--- src/verilog/idiv_defs.svh ---
`ifndef IDIV_DEFS_SVH
`define IDIV_DEFS_SVH

// ======================================================================
// divider widths
// ======================================================================

// operand and result width
`define IDIV_WIDTH 32

// iteration counter width, must be able to count up to IDIV_WIDTH
`define IDIV_COUNT_W 6

`endif

--- src/verilog/idiv_pkg.sv ---
`default_nettype none

`include "idiv_defs.svh"

package idiv_pkg;

    typedef logic [`IDIV_WIDTH-1:0]   idiv_word_t;
    typedef logic [`IDIV_COUNT_W-1:0] idiv_count_t;

    // register B sources
    typedef enum logic [1:0] {
        IDIV_SELB_SHIFT = 2'd0,
        IDIV_SELB_ADDER = 2'd1,
        IDIV_SELB_OPC   = 2'd2
    } idiv_selb_e;

    // register C sources
    typedef enum logic [1:0] {
        IDIV_SELC_SHIFT = 2'd0,
        IDIV_SELC_ADDER = 2'd1,
        IDIV_SELC_INPUT = 2'd2
    } idiv_selc_e;

    typedef enum logic [3:0] {
        WAIT, NEG0, NEG1, SHIFT, CALC, REPAIR, REMAIN, QUOT, DONE
    } idiv_state_e;

endpackage

`default_nettype wire

--- src/verilog/idiv_controller.sv ---
`timescale 1ns/1ns
`default_nettype none

`include "idiv_defs.svh"

module idiv_controller
    import idiv_pkg::*;
(
    input  wire        clk_i,
    input  wire        reset_i,

    // operand stage
    input  wire        op_valid_i,
    input  wire        op_signed_i,
    input  wire        zero_divisor_i,
    output logic       op_take_o,

    // datapath status
    input  wire        adder_neg_i,
    input  wire        opa_neg_i,
    input  wire        opc_neg_i,

    // datapath control
    output logic       signed_r_o,
    output logic       opa_ld_o,
    output logic       opa_inv_o,
    output logic       opa_clr_l_o,
    output idiv_selb_e opb_sel_o,
    output logic       opb_ld_o,
    output logic       opb_inv_o,
    output logic       opb_clr_l_o,
    output idiv_selc_e opc_sel_o,
    output logic       opc_ld_o,
    output logic       adder_cin_o,

    // result buffer
    input  wire        res_full_i,
    output logic       res_load_o
);

    idiv_state_e state, next_state;
    idiv_count_t calc_cnt;
    logic        calc_done;
    logic        neg_ld;
    logic        signed_r;
    logic        zero_div_r;
    logic        q_neg;
    logic        r_neg;
    logic        add_neg_last;

    // ======================================================================
    // state and per-division flags
    // ======================================================================

    always_ff @(posedge clk_i) begin
        if (reset_i) begin
            state <= WAIT;
        end else begin
            state <= next_state;
        end
    end

    always_ff @(posedge clk_i) begin
        if (reset_i) begin
            signed_r     <= 1'b0;
            zero_div_r   <= 1'b0;
            q_neg        <= 1'b0;
            r_neg        <= 1'b0;
            add_neg_last <= 1'b0;
        end else begin
            // sign of the previous step picks add or subtract
            add_neg_last <= adder_neg_i;
            if (op_take_o) begin
                signed_r   <= op_signed_i;
                zero_div_r <= zero_divisor_i;
            end
            // quotient negative when operand signs differ, remainder follows dividend
            if (neg_ld) begin
                q_neg <= opa_neg_i ^ opc_neg_i;
                r_neg <= opc_neg_i;
            end
        end
    end

    // datapath needs the flag already in the load cycle
    assign signed_r_o = (state == WAIT) ? op_signed_i : signed_r;

    // counts the IDIV_WIDTH+1 calculation steps
    assign calc_done = (calc_cnt == idiv_count_t'(`IDIV_WIDTH));

    always_ff @(posedge clk_i) begin
        if (reset_i || (state != CALC) || calc_done) begin
            calc_cnt <= '0;
        end else begin
            calc_cnt <= calc_cnt + 1'b1;
        end
    end

    // ======================================================================
    // sequencing
    // ======================================================================

    always_comb begin
        next_state  = state;
        op_take_o   = 1'b0;
        res_load_o  = 1'b0;
        neg_ld      = 1'b0;
        opa_ld_o    = 1'b0;
        opa_inv_o   = ~add_neg_last;
        opa_clr_l_o = 1'b1;
        opb_sel_o   = IDIV_SELB_SHIFT;
        opb_ld_o    = 1'b1;
        opb_inv_o   = 1'b0;
        opb_clr_l_o = 1'b1;
        opc_sel_o   = IDIV_SELC_SHIFT;
        opc_ld_o    = 1'b1;
        adder_cin_o = ~add_neg_last;

        case (state)
            WAIT: begin
                opc_sel_o = IDIV_SELC_INPUT;
                opb_ld_o  = 1'b0;
                opc_ld_o  = op_valid_i;
                if (op_valid_i) begin
                    op_take_o  = 1'b1;
                    opa_ld_o   = 1'b1;
                    next_state = NEG0;
                end
            end
            NEG0: begin
                // A becomes -A if negative, B picks up the dividend
                opa_inv_o   = 1'b1;
                opa_ld_o    = opa_neg_i;
                opb_clr_l_o = 1'b0;
                opb_sel_o   = IDIV_SELB_OPC;
                opc_ld_o    = 1'b0;
                adder_cin_o = 1'b1;
                neg_ld      = 1'b1;
                next_state  = opc_neg_i ? NEG1 : SHIFT;
            end
            NEG1: begin
                // C <= -B, magnitude of the dividend
                opa_clr_l_o = 1'b0;
                opb_inv_o   = 1'b1;
                opb_ld_o    = 1'b0;
                opc_sel_o   = IDIV_SELC_ADDER;
                adder_cin_o = 1'b1;
                next_state  = SHIFT;
            end
            SHIFT: begin
                opa_clr_l_o = 1'b0;
                opb_clr_l_o = 1'b0;
                adder_cin_o = 1'b0;
                next_state  = CALC;
            end
            CALC: begin
                if (calc_done) begin
                    // last step keeps the partial remainder unshifted
                    opb_sel_o  = IDIV_SELB_ADDER;
                    next_state = adder_neg_i ? REPAIR : REMAIN;
                end
            end
            REPAIR: begin
                opa_inv_o   = 1'b0;
                adder_cin_o = 1'b0;
                opb_sel_o   = IDIV_SELB_ADDER;
                opc_ld_o    = 1'b0;
                next_state  = REMAIN;
            end
            REMAIN: begin
                // remainder to A with its sign, quotient copied into B
                opa_ld_o    = 1'b1;
                opa_clr_l_o = 1'b0;
                opb_sel_o   = IDIV_SELB_OPC;
                opb_inv_o   = r_neg;
                adder_cin_o = r_neg;
                opc_ld_o    = 1'b0;
                next_state  = (zero_div_r || !q_neg) ? DONE : QUOT;
            end
            QUOT: begin
                opa_clr_l_o = 1'b0;
                opb_inv_o   = 1'b1;
                opb_ld_o    = 1'b0;
                opc_sel_o   = IDIV_SELC_ADDER;
                adder_cin_o = 1'b1;
                next_state  = DONE;
            end
            DONE: begin
                opb_ld_o = 1'b0;
                opc_ld_o = 1'b0;
                if (!res_full_i) begin
                    res_load_o = 1'b1;
                    next_state = WAIT;
                end
            end
            default: begin
                next_state = WAIT;
            end
        endcase
    end

endmodule

`default_nettype wire

--- src/verilog/idiv_datapath.sv ---
`timescale 1ns/1ns
`default_nettype none

`include "idiv_defs.svh"

module idiv_datapath
    import idiv_pkg::*;
(
    input  wire        clk_i,

    input  idiv_word_t dividend_i,
    input  idiv_word_t divisor_i,
    input  wire        signed_r_i,

    // control from the FSM
    input  wire        opa_ld_i,
    input  wire        opa_inv_i,
    input  wire        opa_clr_l_i,
    input  idiv_selb_e opb_sel_i,
    input  wire        opb_ld_i,
    input  wire        opb_inv_i,
    input  wire        opb_clr_l_i,
    input  idiv_selc_e opc_sel_i,
    input  wire        opc_ld_i,
    input  wire        adder_cin_i,

    // status back to the FSM
    output logic       adder_neg_o,
    output logic       opa_neg_o,
    output logic       opc_neg_o,

    output idiv_word_t quotient_o,
    output idiv_word_t remainder_o
);

    // one extra bit on top of every register for the sign
    logic [`IDIV_WIDTH:0] opa_r, opb_r, opc_r;
    logic [`IDIV_WIDTH:0] opa_mux, opb_mux, opc_mux;
    logic [`IDIV_WIDTH:0] opa_in, opb_in;
    logic [`IDIV_WIDTH:0] add_out;
    logic [`IDIV_WIDTH:0] dividend_ext, divisor_ext;

    assign dividend_ext = {signed_r_i & dividend_i[`IDIV_WIDTH-1], dividend_i};
    assign divisor_ext  = {signed_r_i & divisor_i[`IDIV_WIDTH-1], divisor_i};

    // ======================================================================
    // source muxes
    // ======================================================================

    // A takes the divisor in the same cycle C takes the dividend
    assign opa_mux = (opc_sel_i == IDIV_SELC_INPUT) ? divisor_ext : add_out;

    always_comb begin
        case (opb_sel_i)
            IDIV_SELB_SHIFT: opb_mux = {add_out[`IDIV_WIDTH-1:0], opc_r[`IDIV_WIDTH]};
            IDIV_SELB_ADDER: opb_mux = add_out;
            IDIV_SELB_OPC:   opb_mux = opc_r;
            default:         opb_mux = '0;
        endcase
    end

    // quotient bit is set when the step did not go negative
    always_comb begin
        case (opc_sel_i)
            IDIV_SELC_SHIFT: opc_mux = {opc_r[`IDIV_WIDTH-1:0], ~add_out[`IDIV_WIDTH]};
            IDIV_SELC_ADDER: opc_mux = add_out;
            IDIV_SELC_INPUT: opc_mux = dividend_ext;
            default:         opc_mux = opc_r;
        endcase
    end

    always_ff @(posedge clk_i) begin
        if (opa_ld_i) begin
            opa_r <= opa_mux;
        end
        if (opb_ld_i) begin
            opb_r <= opb_mux;
        end
        if (opc_ld_i) begin
            opc_r <= opc_mux;
        end
    end

    // ======================================================================
    // shared adder
    // ======================================================================

    // invert plus carry-in gives subtraction and negation
    assign opa_in = opa_clr_l_i ? (opa_r ^ {(`IDIV_WIDTH+1){opa_inv_i}}) : '0;
    assign opb_in = opb_clr_l_i ? (opb_r ^ {(`IDIV_WIDTH+1){opb_inv_i}}) : '0;

    assign add_out = opa_in + opb_in + {{`IDIV_WIDTH{1'b0}}, adder_cin_i};

    assign adder_neg_o = add_out[`IDIV_WIDTH];
    assign opa_neg_o   = opa_r[`IDIV_WIDTH] & signed_r_i;
    assign opc_neg_o   = opc_r[`IDIV_WIDTH] & signed_r_i;

    // quotient ends in C, remainder in A
    assign quotient_o  = opc_r[`IDIV_WIDTH-1:0];
    assign remainder_o = opa_r[`IDIV_WIDTH-1:0];

endmodule

`default_nettype wire

--- src/verilog/idiv_operand_stage.sv ---
`timescale 1ns/1ns
`default_nettype none

module idiv_operand_stage
    import idiv_pkg::*;
(
    input  wire        clk_i,
    input  wire        reset_i,

    // request side
    input  wire        v_i,
    output logic       ready_o,
    input  wire        signed_i,
    input  idiv_word_t dividend_i,
    input  idiv_word_t divisor_i,

    // toward controller and datapath
    input  wire        take_i,
    output logic       valid_o,
    output logic       signed_o,
    output logic       zero_divisor_o,
    output idiv_word_t dividend_o,
    output idiv_word_t divisor_o
);

    logic       full_r;
    logic       accept;
    logic       signed_r;
    logic       zero_divisor_r;
    idiv_word_t dividend_r;
    idiv_word_t divisor_r;

    // one entry, so ready only while empty
    assign ready_o = ~full_r;
    assign accept  = v_i & ready_o;

    always_ff @(posedge clk_i) begin
        if (reset_i) begin
            full_r <= 1'b0;
        end else if (accept) begin
            full_r <= 1'b1;
        end else if (take_i) begin
            full_r <= 1'b0;
        end
    end

    // request payload, zero divisor decoded once here
    always_ff @(posedge clk_i) begin
        if (accept) begin
            signed_r       <= signed_i;
            zero_divisor_r <= (divisor_i == '0);
            dividend_r     <= dividend_i;
            divisor_r      <= divisor_i;
        end
    end

    assign valid_o        = full_r;
    assign signed_o       = signed_r;
    assign zero_divisor_o = zero_divisor_r;
    assign dividend_o     = dividend_r;
    assign divisor_o      = divisor_r;

endmodule

`default_nettype wire

--- src/verilog/idiv_result_buffer.sv ---
`timescale 1ns/1ns
`default_nettype none

module idiv_result_buffer
    import idiv_pkg::*;
(
    input  wire        clk_i,
    input  wire        reset_i,

    // from controller and datapath
    input  wire        load_i,
    input  idiv_word_t quotient_i,
    input  idiv_word_t remainder_i,
    output logic       full_o,

    // consumer side
    output logic       v_o,
    output idiv_word_t quotient_o,
    output idiv_word_t remainder_o,
    input  wire        yumi_i
);

    logic       valid_r;
    idiv_word_t quotient_r;
    idiv_word_t remainder_r;

    // load only comes while empty, yumi only while full
    always_ff @(posedge clk_i) begin
        if (reset_i) begin
            valid_r <= 1'b0;
        end else if (load_i) begin
            valid_r <= 1'b1;
        end else if (yumi_i) begin
            valid_r <= 1'b0;
        end
    end

    always_ff @(posedge clk_i) begin
        if (load_i) begin
            quotient_r  <= quotient_i;
            remainder_r <= remainder_i;
        end
    end

    // same flag seen as full by the FSM and valid by the consumer
    assign full_o      = valid_r;
    assign v_o         = valid_r;
    assign quotient_o  = quotient_r;
    assign remainder_o = remainder_r;

endmodule

`default_nettype wire

--- src/verilog/idiv_top.sv ---
`timescale 1ns/1ns
`default_nettype none

module idiv_top
    import idiv_pkg::*;
(
    input  wire        clk_i,
    input  wire        reset_i,

    input  wire        v_i,
    output logic       ready_o,
    input  wire        signed_i,
    input  idiv_word_t dividend_i,
    input  idiv_word_t divisor_i,

    output logic       v_o,
    output idiv_word_t quotient_o,
    output idiv_word_t remainder_o,
    input  wire        yumi_i
);

    // operand stage outputs
    logic       op_valid;
    logic       op_signed;
    logic       op_zero_divisor;
    idiv_word_t op_dividend;
    idiv_word_t op_divisor;
    logic       op_take;

    // controller to datapath
    logic       signed_r;
    logic       opa_ld, opa_inv, opa_clr_l;
    idiv_selb_e opb_sel;
    logic       opb_ld, opb_inv, opb_clr_l;
    idiv_selc_e opc_sel;
    logic       opc_ld;
    logic       adder_cin;
    logic       adder_neg, opa_neg, opc_neg;

    // datapath and controller to result buffer
    idiv_word_t quotient, remainder;
    logic       res_load, res_full;

    idiv_operand_stage u_operand_stage (
        .clk_i(clk_i), .reset_i(reset_i),
        .v_i(v_i), .ready_o(ready_o), .signed_i(signed_i),
        .dividend_i(dividend_i), .divisor_i(divisor_i),
        .take_i(op_take), .valid_o(op_valid), .signed_o(op_signed),
        .zero_divisor_o(op_zero_divisor),
        .dividend_o(op_dividend), .divisor_o(op_divisor)
    );

    idiv_controller u_controller (
        .clk_i(clk_i), .reset_i(reset_i),
        .op_valid_i(op_valid), .op_signed_i(op_signed),
        .zero_divisor_i(op_zero_divisor), .op_take_o(op_take),
        .adder_neg_i(adder_neg), .opa_neg_i(opa_neg), .opc_neg_i(opc_neg),
        .signed_r_o(signed_r),
        .opa_ld_o(opa_ld), .opa_inv_o(opa_inv), .opa_clr_l_o(opa_clr_l),
        .opb_sel_o(opb_sel), .opb_ld_o(opb_ld), .opb_inv_o(opb_inv),
        .opb_clr_l_o(opb_clr_l), .opc_sel_o(opc_sel), .opc_ld_o(opc_ld),
        .adder_cin_o(adder_cin),
        .res_full_i(res_full), .res_load_o(res_load)
    );

    idiv_datapath u_datapath (
        .clk_i(clk_i),
        .dividend_i(op_dividend), .divisor_i(op_divisor), .signed_r_i(signed_r),
        .opa_ld_i(opa_ld), .opa_inv_i(opa_inv), .opa_clr_l_i(opa_clr_l),
        .opb_sel_i(opb_sel), .opb_ld_i(opb_ld), .opb_inv_i(opb_inv),
        .opb_clr_l_i(opb_clr_l), .opc_sel_i(opc_sel), .opc_ld_i(opc_ld),
        .adder_cin_i(adder_cin),
        .adder_neg_o(adder_neg), .opa_neg_o(opa_neg), .opc_neg_o(opc_neg),
        .quotient_o(quotient), .remainder_o(remainder)
    );

    idiv_result_buffer u_result_buffer (
        .clk_i(clk_i), .reset_i(reset_i),
        .load_i(res_load), .quotient_i(quotient), .remainder_i(remainder),
        .full_o(res_full),
        .v_o(v_o), .quotient_o(quotient_o), .remainder_o(remainder_o),
        .yumi_i(yumi_i)
    );

endmodule

`default_nettype wire
--- config.mk ---
export PLATFORM = sky130hd
export DESIGN_NAME = idiv_top
export DESIGN_NICKNAME = d
export VERILOG_FILES = /design/src/verilog/idiv_pkg.sv /design/src/verilog/idiv_controller.sv /design/src/verilog/idiv_datapath.sv /design/src/verilog/idiv_operand_stage.sv /design/src/verilog/idiv_result_buffer.sv /design/src/verilog/idiv_top.sv
export VERILOG_INCLUDE_DIRS = /design/src /design/src/verilog
export SDC_FILE = /design/constraint.sdc
export NUM_CORES = 1
export LEC_CHECK = 0
export ABC_AREA = 1
export BUFFER_PORTS_ARGS = -buffer_cell sky130_fd_sc_hd__clkbuf_2
export CAP_MARGIN = 0
export CORE_ASPECT_RATIO = 1.4
export CORE_MARGIN = 3
export CORE_UTILIZATION = 30
export DETAILED_ROUTE_END_ITERATION = 6
export GPL_ROUTABILITY_DRIVEN = 0
export PLACE_DENSITY = 0.51
export SKIP_LAST_GASP = 1
export SYNTH_ARGS = -nofsm -noshare
export SYNTH_HDL_FRONTEND = slang
export SYNTH_HIERARCHICAL = 1
export SYNTH_SLANG_ARGS = --single-unit
export TNS_END_PERCENT = 20
--- constraint.sdc ---
create_clock -name clk_i -period 9.6 [get_ports clk_i]
set_input_delay 1.92 -clock clk_i [delete_from_list [all_inputs] [get_ports clk_i]]
set_output_delay 1.92 -clock clk_i [all_outputs]
set_load 0.05 [all_outputs]
# Word-level counts from Yosys, hierarchy flattened
# Index checks and enable logic that the tools add are counted.
# word_totals
output_inout_bits	66
wordCells	100
reg_bits	246
# op_classes
n_bitwise	11
add_sub_neg	3
muxes	30
n_reduce_logical	21
n_eq_ne	17
# ops
op	n
33-bit case mux with 3 select lines	2
33-bit two-way mux	3
33-bit bitwise XOR	2
4-bit case mux with 9 select lines	1
33-bit by 1-bit adder with 33-bit output	1
33-bit adder	1
32-bit zero test	1
4-bit by 3-bit == test with 1-bit output (second input constant)	4
4-bit two-way mux	4
1-bit two-way mux	12
4-bit OR reduction	3
4-bit by 2-bit == test with 1-bit output (second input constant)	2
2-bit OR reduction	4
6-bit by 1-bit adder with 6-bit output (second input constant)	1
6-bit == test (second input constant)	1
1-bit case mux with 2 select lines	3
1-bit case mux with 3 select lines	2
2-bit case mux with 3 select lines	1
1-bit bitwise AND	5
2-bit by 1-bit == test with 1-bit output (second input constant)	2
2-bit == test (second input constant)	2
4-bit by 1-bit == test with 1-bit output (second input constant)	1
4-bit == test (second input constant)	1
2-bit zero test	2
other kinds (15)	21

# Longest topological paths before layout
# depth
word_depth	10
mapped_depth	29
depth_no_buf	26

# Cells and area by module
# Netlist, hierarchy kept.
# modules_own_cells
mod	seq_area_each_um2	cells_per_inst	area_each_um2	n_inst
idiv_datapath	2972.9	1281	8767.2	1
idiv_operand_stage	2001.9	103	2144.6	1
idiv_result_buffer	1941.9	70	1969.4	1
idiv_controller	300.3	139	942.2	1

# Worst setup path before layout
# OpenSTA, ideal clock, no wires.
# synth_timing
path_type	register to register
from	reg u_controller.state[1]
to	reg u_result_buffer.valid_r (netlist: u_result_buffer/full_o)
synth_period_minus_slack_ns	7.403
arrival_time_ns	7.319
setup_time_ns	0.083
path_slack_ns	2.197
path_stages_with_launch	7
path_cell_list	dfxtp_1 > buf_6 > inv_4 > nand2_2 > nor4_1 > inv_1 > a21oi_2
# synth_via
elab_chain_len	3
elab_cells_between_ends	4
# synth_rtl
item	line	text
start, declared	idiv_controller.sv:41	idiv_state_e state, next_state;
start signal, assigned	idiv_controller.sv:59	state <= next_state;
4-bit == test *	idiv_controller.sv:119	case (state)
1-bit two-way mux *	idiv_controller.sv:119	
named net res_load	idiv_top.sv:42	logic res_load, res_full;
1-bit two-way mux / 2-bit nonzero test (equally long branches)	--	
end signal, assigned	idiv_result_buffer.sv:30	valid_r <= 1'b0;
end signal, assigned	idiv_result_buffer.sv:32	valid_r <= 1'b1;
end signal, assigned	idiv_result_buffer.sv:34	valid_r <= 1'b0;
end, declared	idiv_result_buffer.sv:23	logic valid_r;
# Mark *: on every way through the listed nets, which the timed path passes. The rest lies on a longest branch.
# A chain may end at the register's enable or synchronous reset.

# Worst setup path in the final report
# layout_timing
from	reg u_controller.state[3]
to	reg u_controller.state[1]
# layout_via
elab_cells_between_ends	30
# layout_lines
item	line	text
4-bit by 3-bit == test with 1-bit output / 4-bit by 1-bit == test with 1-bit output (equally long branches)	idiv_controller.sv:119	
1-bit case mux with 2 select lines *	idiv_controller.sv:119	
named net opa_inv	idiv_top.sv:32	logic opa_ld, opa_inv, opa_clr_l;
33-bit bitwise XOR *	idiv_datapath.sv:89	assign opa_in = opa_clr_l_i ? (opa_r ^ {(`IDIV_WIDTH+1){opa_inv_i}}) : '0;
33-bit two-way mux *	idiv_datapath.sv:89	
33-bit adder *	idiv_datapath.sv:92	assign add_out = opa_in + opb_in + {{`IDIV_WIDTH{1'b0}}, adder_cin_i};
33-bit by 1-bit adder with 33-bit output *	idiv_datapath.sv:92	
named net adder_neg	idiv_top.sv:38	logic adder_neg, opa_neg, opc_neg;
2-bit two-way mux *	idiv_controller.sv:160	next_state = adder_neg_i ? REPAIR : REMAIN;
4-bit two-way mux *	idiv_controller.sv:157	if (calc_done) begin
4-bit case mux with 9 select lines *	idiv_controller.sv:119	
# Mark *: on every way through the listed nets, which the timed path passes. The rest lies on a longest branch. The select of a mux whose other input is x is not followed.

==> impl_metrics.yaml <==
clocking:
  cts_buffers: 26
  ctsHoldBuffers: 0
  cts.repair.resized: 0
  cts_root_buf: "clkbuf_16"
  cts.path.max_buffers: 3
  path_clk_slew_ns: 0.07
  htreeDepth: 1
  post_cts_buffers: 0
  cts.sinks: 246
  clk_latency_ns: 0.55
  cts_tree: "done"
synthesis:
  synth.top_cell.area_share: 0.497
  ys_seq_area_frac: 0.522
  yosysWarnings: 6
  yosys.area.top_type: "edfxtp_1"
  ys_seq_elements: 246
  netlist_area_um2: 13800
  synth_nets: 1700
  synth_cell_type_count: 45
  synth.avg_cell_area_um2: 8.68
  synth.area.top_cells: "edfxtp_1 50%, nand2_1 12%, nor2_1 5.7%"
  synthCells: 1593
routing:
  vias_per_cell: 4.61
  dr_wl_met3_um: 1800
  wl_met2_um: 19600
  dr.pass1.iters: 5
  highest_layer: "met4"
  drtIter0Drc: 767
  wl_per_cell_um: 17.5
  drc_errors: 0
  num_vias: 10500
  m1WireLength_um: 17300
  ant_nets: 0
  wl_um: 40000
timing:
  setup_viol: 0
  finalHoldViolCount: 0
  min_period_ns: 4.18
  clock_skew_ns: 0.0132
  finalMaxSlewViolations: 0
  max_freq_ghz: 0.239
  fin_crit_sh: 0.436
  fin_tns_setup_ns: 0
  slew-limit-headroom: 0.370
  tightestPinTransition_ns: 0.945
  rsz0062_at_grt: "false"
global_route:
  grt_max_degree: 83
  grt_pass1_wl_um: 61100
  gr-usage-all-layers: 0.162
  antenna_found_initial: 0
  grt_pass1_vias: 10400
  grt-ovfl-total: 0
final_layout:
  multi_input_area_um2: 5260
  regArea_um2: 7220
  drive_gt1_frac: 0.159
  syn2layout_area_growth_pct: 13.0
  finalNetCount: 1762
  nFillCells: 4689
  n_antenna_cell: 0
  instances_no_fill: 2286
pwr:
  powerDensity_nw_per_um2: 366
  static-leakage-power_nw: 6.81
  peakVddDrop_mv: 0.151
  p_total_w: 0.00572
min_path:
  worst_hold_path_type: "flip-flop to flip-flop"
floorplan:
  dieArea_um2: 48700
  num_rows: 92
  ios: 135
  fp.coreArea_um2: 45200
  die_h_um: 260
  initial_utilization: 0.306
  fp.dieW_um: 187
place:
  placed_cells: 2238
  dp_hpwl_um: 29400
  numPortBuffers: 134
flow_run:
  drv_cap: 0
worst_setup_path:
  crit_slowest_cell: "fa_1"
  arrival_ns: 4.62
  end_kind: "flip-flop"
  worstPathCellList: "nor2_1 -> nand2_1 -> o21ai_4 -> buf_4 -> xnor2_1 -> nor2_1 -> fa_1 -> fa_1 -> nand2_2 -> nand2_1 -> nand3_1 -> nand2_2 -> nand2_2 -> nand2_2 -> nand2_2 -> nand2_2 -> nand2_2 -> and2_4 -> inv_1 -> o21ai_0 -> nand3_1 -> nand2_1 -> nor2_1"
  critPathMostFrequentCell: "nand2_2"
  cpLargestDelayFamily: "simple AND/OR/NAND/NOR gates"
  path_buf_inv: 2
  timing.critical_path.fanout_max: 34
  crit_type: "flip-flop to flip-flop"
  cpPeakStageDelay_ns: 0.48
  startpoint_type: "flip-flop"
  required_ns: 10.04
status:
  outcome: "complete, no violations"
==> final cells by class <==
type,instances,area share
Clock buffer,29,0.0437
Clock inverter,19,0.0159
Inverter,180,0.0436
Multi-Input combinational cell,1053,0.336
Sequential cell,246,0.462
Tap cell,611,0.0489
Timing Repair Buffer,148,0.0496
==> metal layers <==
layer  track usage  vias to the layer above
met5             0                        -
met4        0.0588                        0
met3        0.0197                       66
met2         0.281                      310
met1         0.208                     4936
li1              -                     5227
==> layout by cell type, fill, tap and decap left out, types with 3 or more instances in the layout <==
cell,n
nand2_1,444
clkbuf_2,134
dfxtp_1,17
xnor2_1,38
clkinv_4,3
buf_4,14
nor2_4,4
nor2_2,9
o221ai_1,10
nor2_1,208
xor2_1,14
o21ai_0,19
nand3_1,95
clkinv_2,6
inv_2,6
ha_1,34
nand3_2,10
edfxtp_1,229
nand3b_1,5
nand2_2,25
nor3_1,6
inv_1,170
o21bai_1,3
bufinv_16,5
clkbuf_16,27
clkinvlp_4,5
a21oi_1,83
a21oi_2,5
a22oi_1,5
o211ai_1,11
==> Yosys cell counts (all sizes together) <==
master and n:
clkbuf 33, a22oi 5, xor2 15, inv 178, ha 36, nor4 1, o31ai 1, buf 81
a21o 1, dfxtp 17, a31oi 2, o211ai 11, and2 3, nand4 2, o21ai 22, a221oi 1
nand3 105, clkinv 2, nor2 221, xnor2 38, nand3b 5, o21bai 3, o221ai 10, a21oi 88
edfxtp 229, or2 4, nand2 471, nor3 6, fa 2
==> stage by stage <==
stage / cell area [µm²] / utilization / hold WS (ns) / worst slack (ns)
final: 15600 / 0.345 / 0.449 / 5.42
after global routing: 15600 / 0.345 / 0.489 / 5.00
after CTS: 15600 / 0.345 / 0.451 / 5.42
after detailed placement: 14700 / 0.325 / 0.433 / 5.44
after global placement: 14700 / 0.325 / 0.434 / 5.52
after floorplan: 13800 / - / 0.424 / 2.20
==> sequential cells by signal, summed over array words and instances (netlist names), 4 cells and up <==
register and count:
u_datapath/opa_r 33, u_datapath/opb_r 33, u_datapath/opc_r 33, u_operand_stage/dividend_o 32, u_operand_stage/divisor_o 32, u_result_buffer/quotient_o 32
u_result_buffer/remainder_o 32, u_controller/calc_cnt 6, u_controller/state 4
==> cell families (layout without fill, tap and decap cells) <==
group | Yosys count | after routing | synth area share
simple gates | 818 | 818 | 0.248
buf+inv | 294 | 376 | 0.0998
flops | 246 | 246 | 0.522
compound gates | 144 | 144 | 0.0605
xor+xnor | 53 | 53 | 0.0341
fa+ha+maj | 38 | 38 | 0.0355
==> power breakdown <==
part | internal [W] | switching, W
Sequential | 0.00150 | 0.000128
Clock | 0.000652 | 0.000456
Combinational | 0.000946 | 0.00203
==> path summary, 6_finish.rpt <==
kind                            depth (start not counted)                                from                            endpoint  slack [ns]
worst max register to register                         23  u_controller/state[3]$_SDFFE_PP0P_  u_controller/state[1]$_SDFFE_PP0P_        5.42
worst max-delay path                                   23  u_controller/state[3]$_SDFFE_PP0P_  u_controller/state[1]$_SDFFE_PP0P_        5.42
worst min-delay path                                    2  u_controller/signed_r$_SDFFE_PP0P_  u_controller/signed_r$_SDFFE_PP0P_        0.45
worst min register to register                          2  u_controller/signed_r$_SDFFE_PP0P_  u_controller/signed_r$_SDFFE_PP0P_        0.45
==> worst min-delay path: stages, from the launching register on <==
cell	delay [ns]
dfxtp_1	0.30
inv_1	0.05
a21oi_1	0.05
Power figures use the tool's default switching activity.
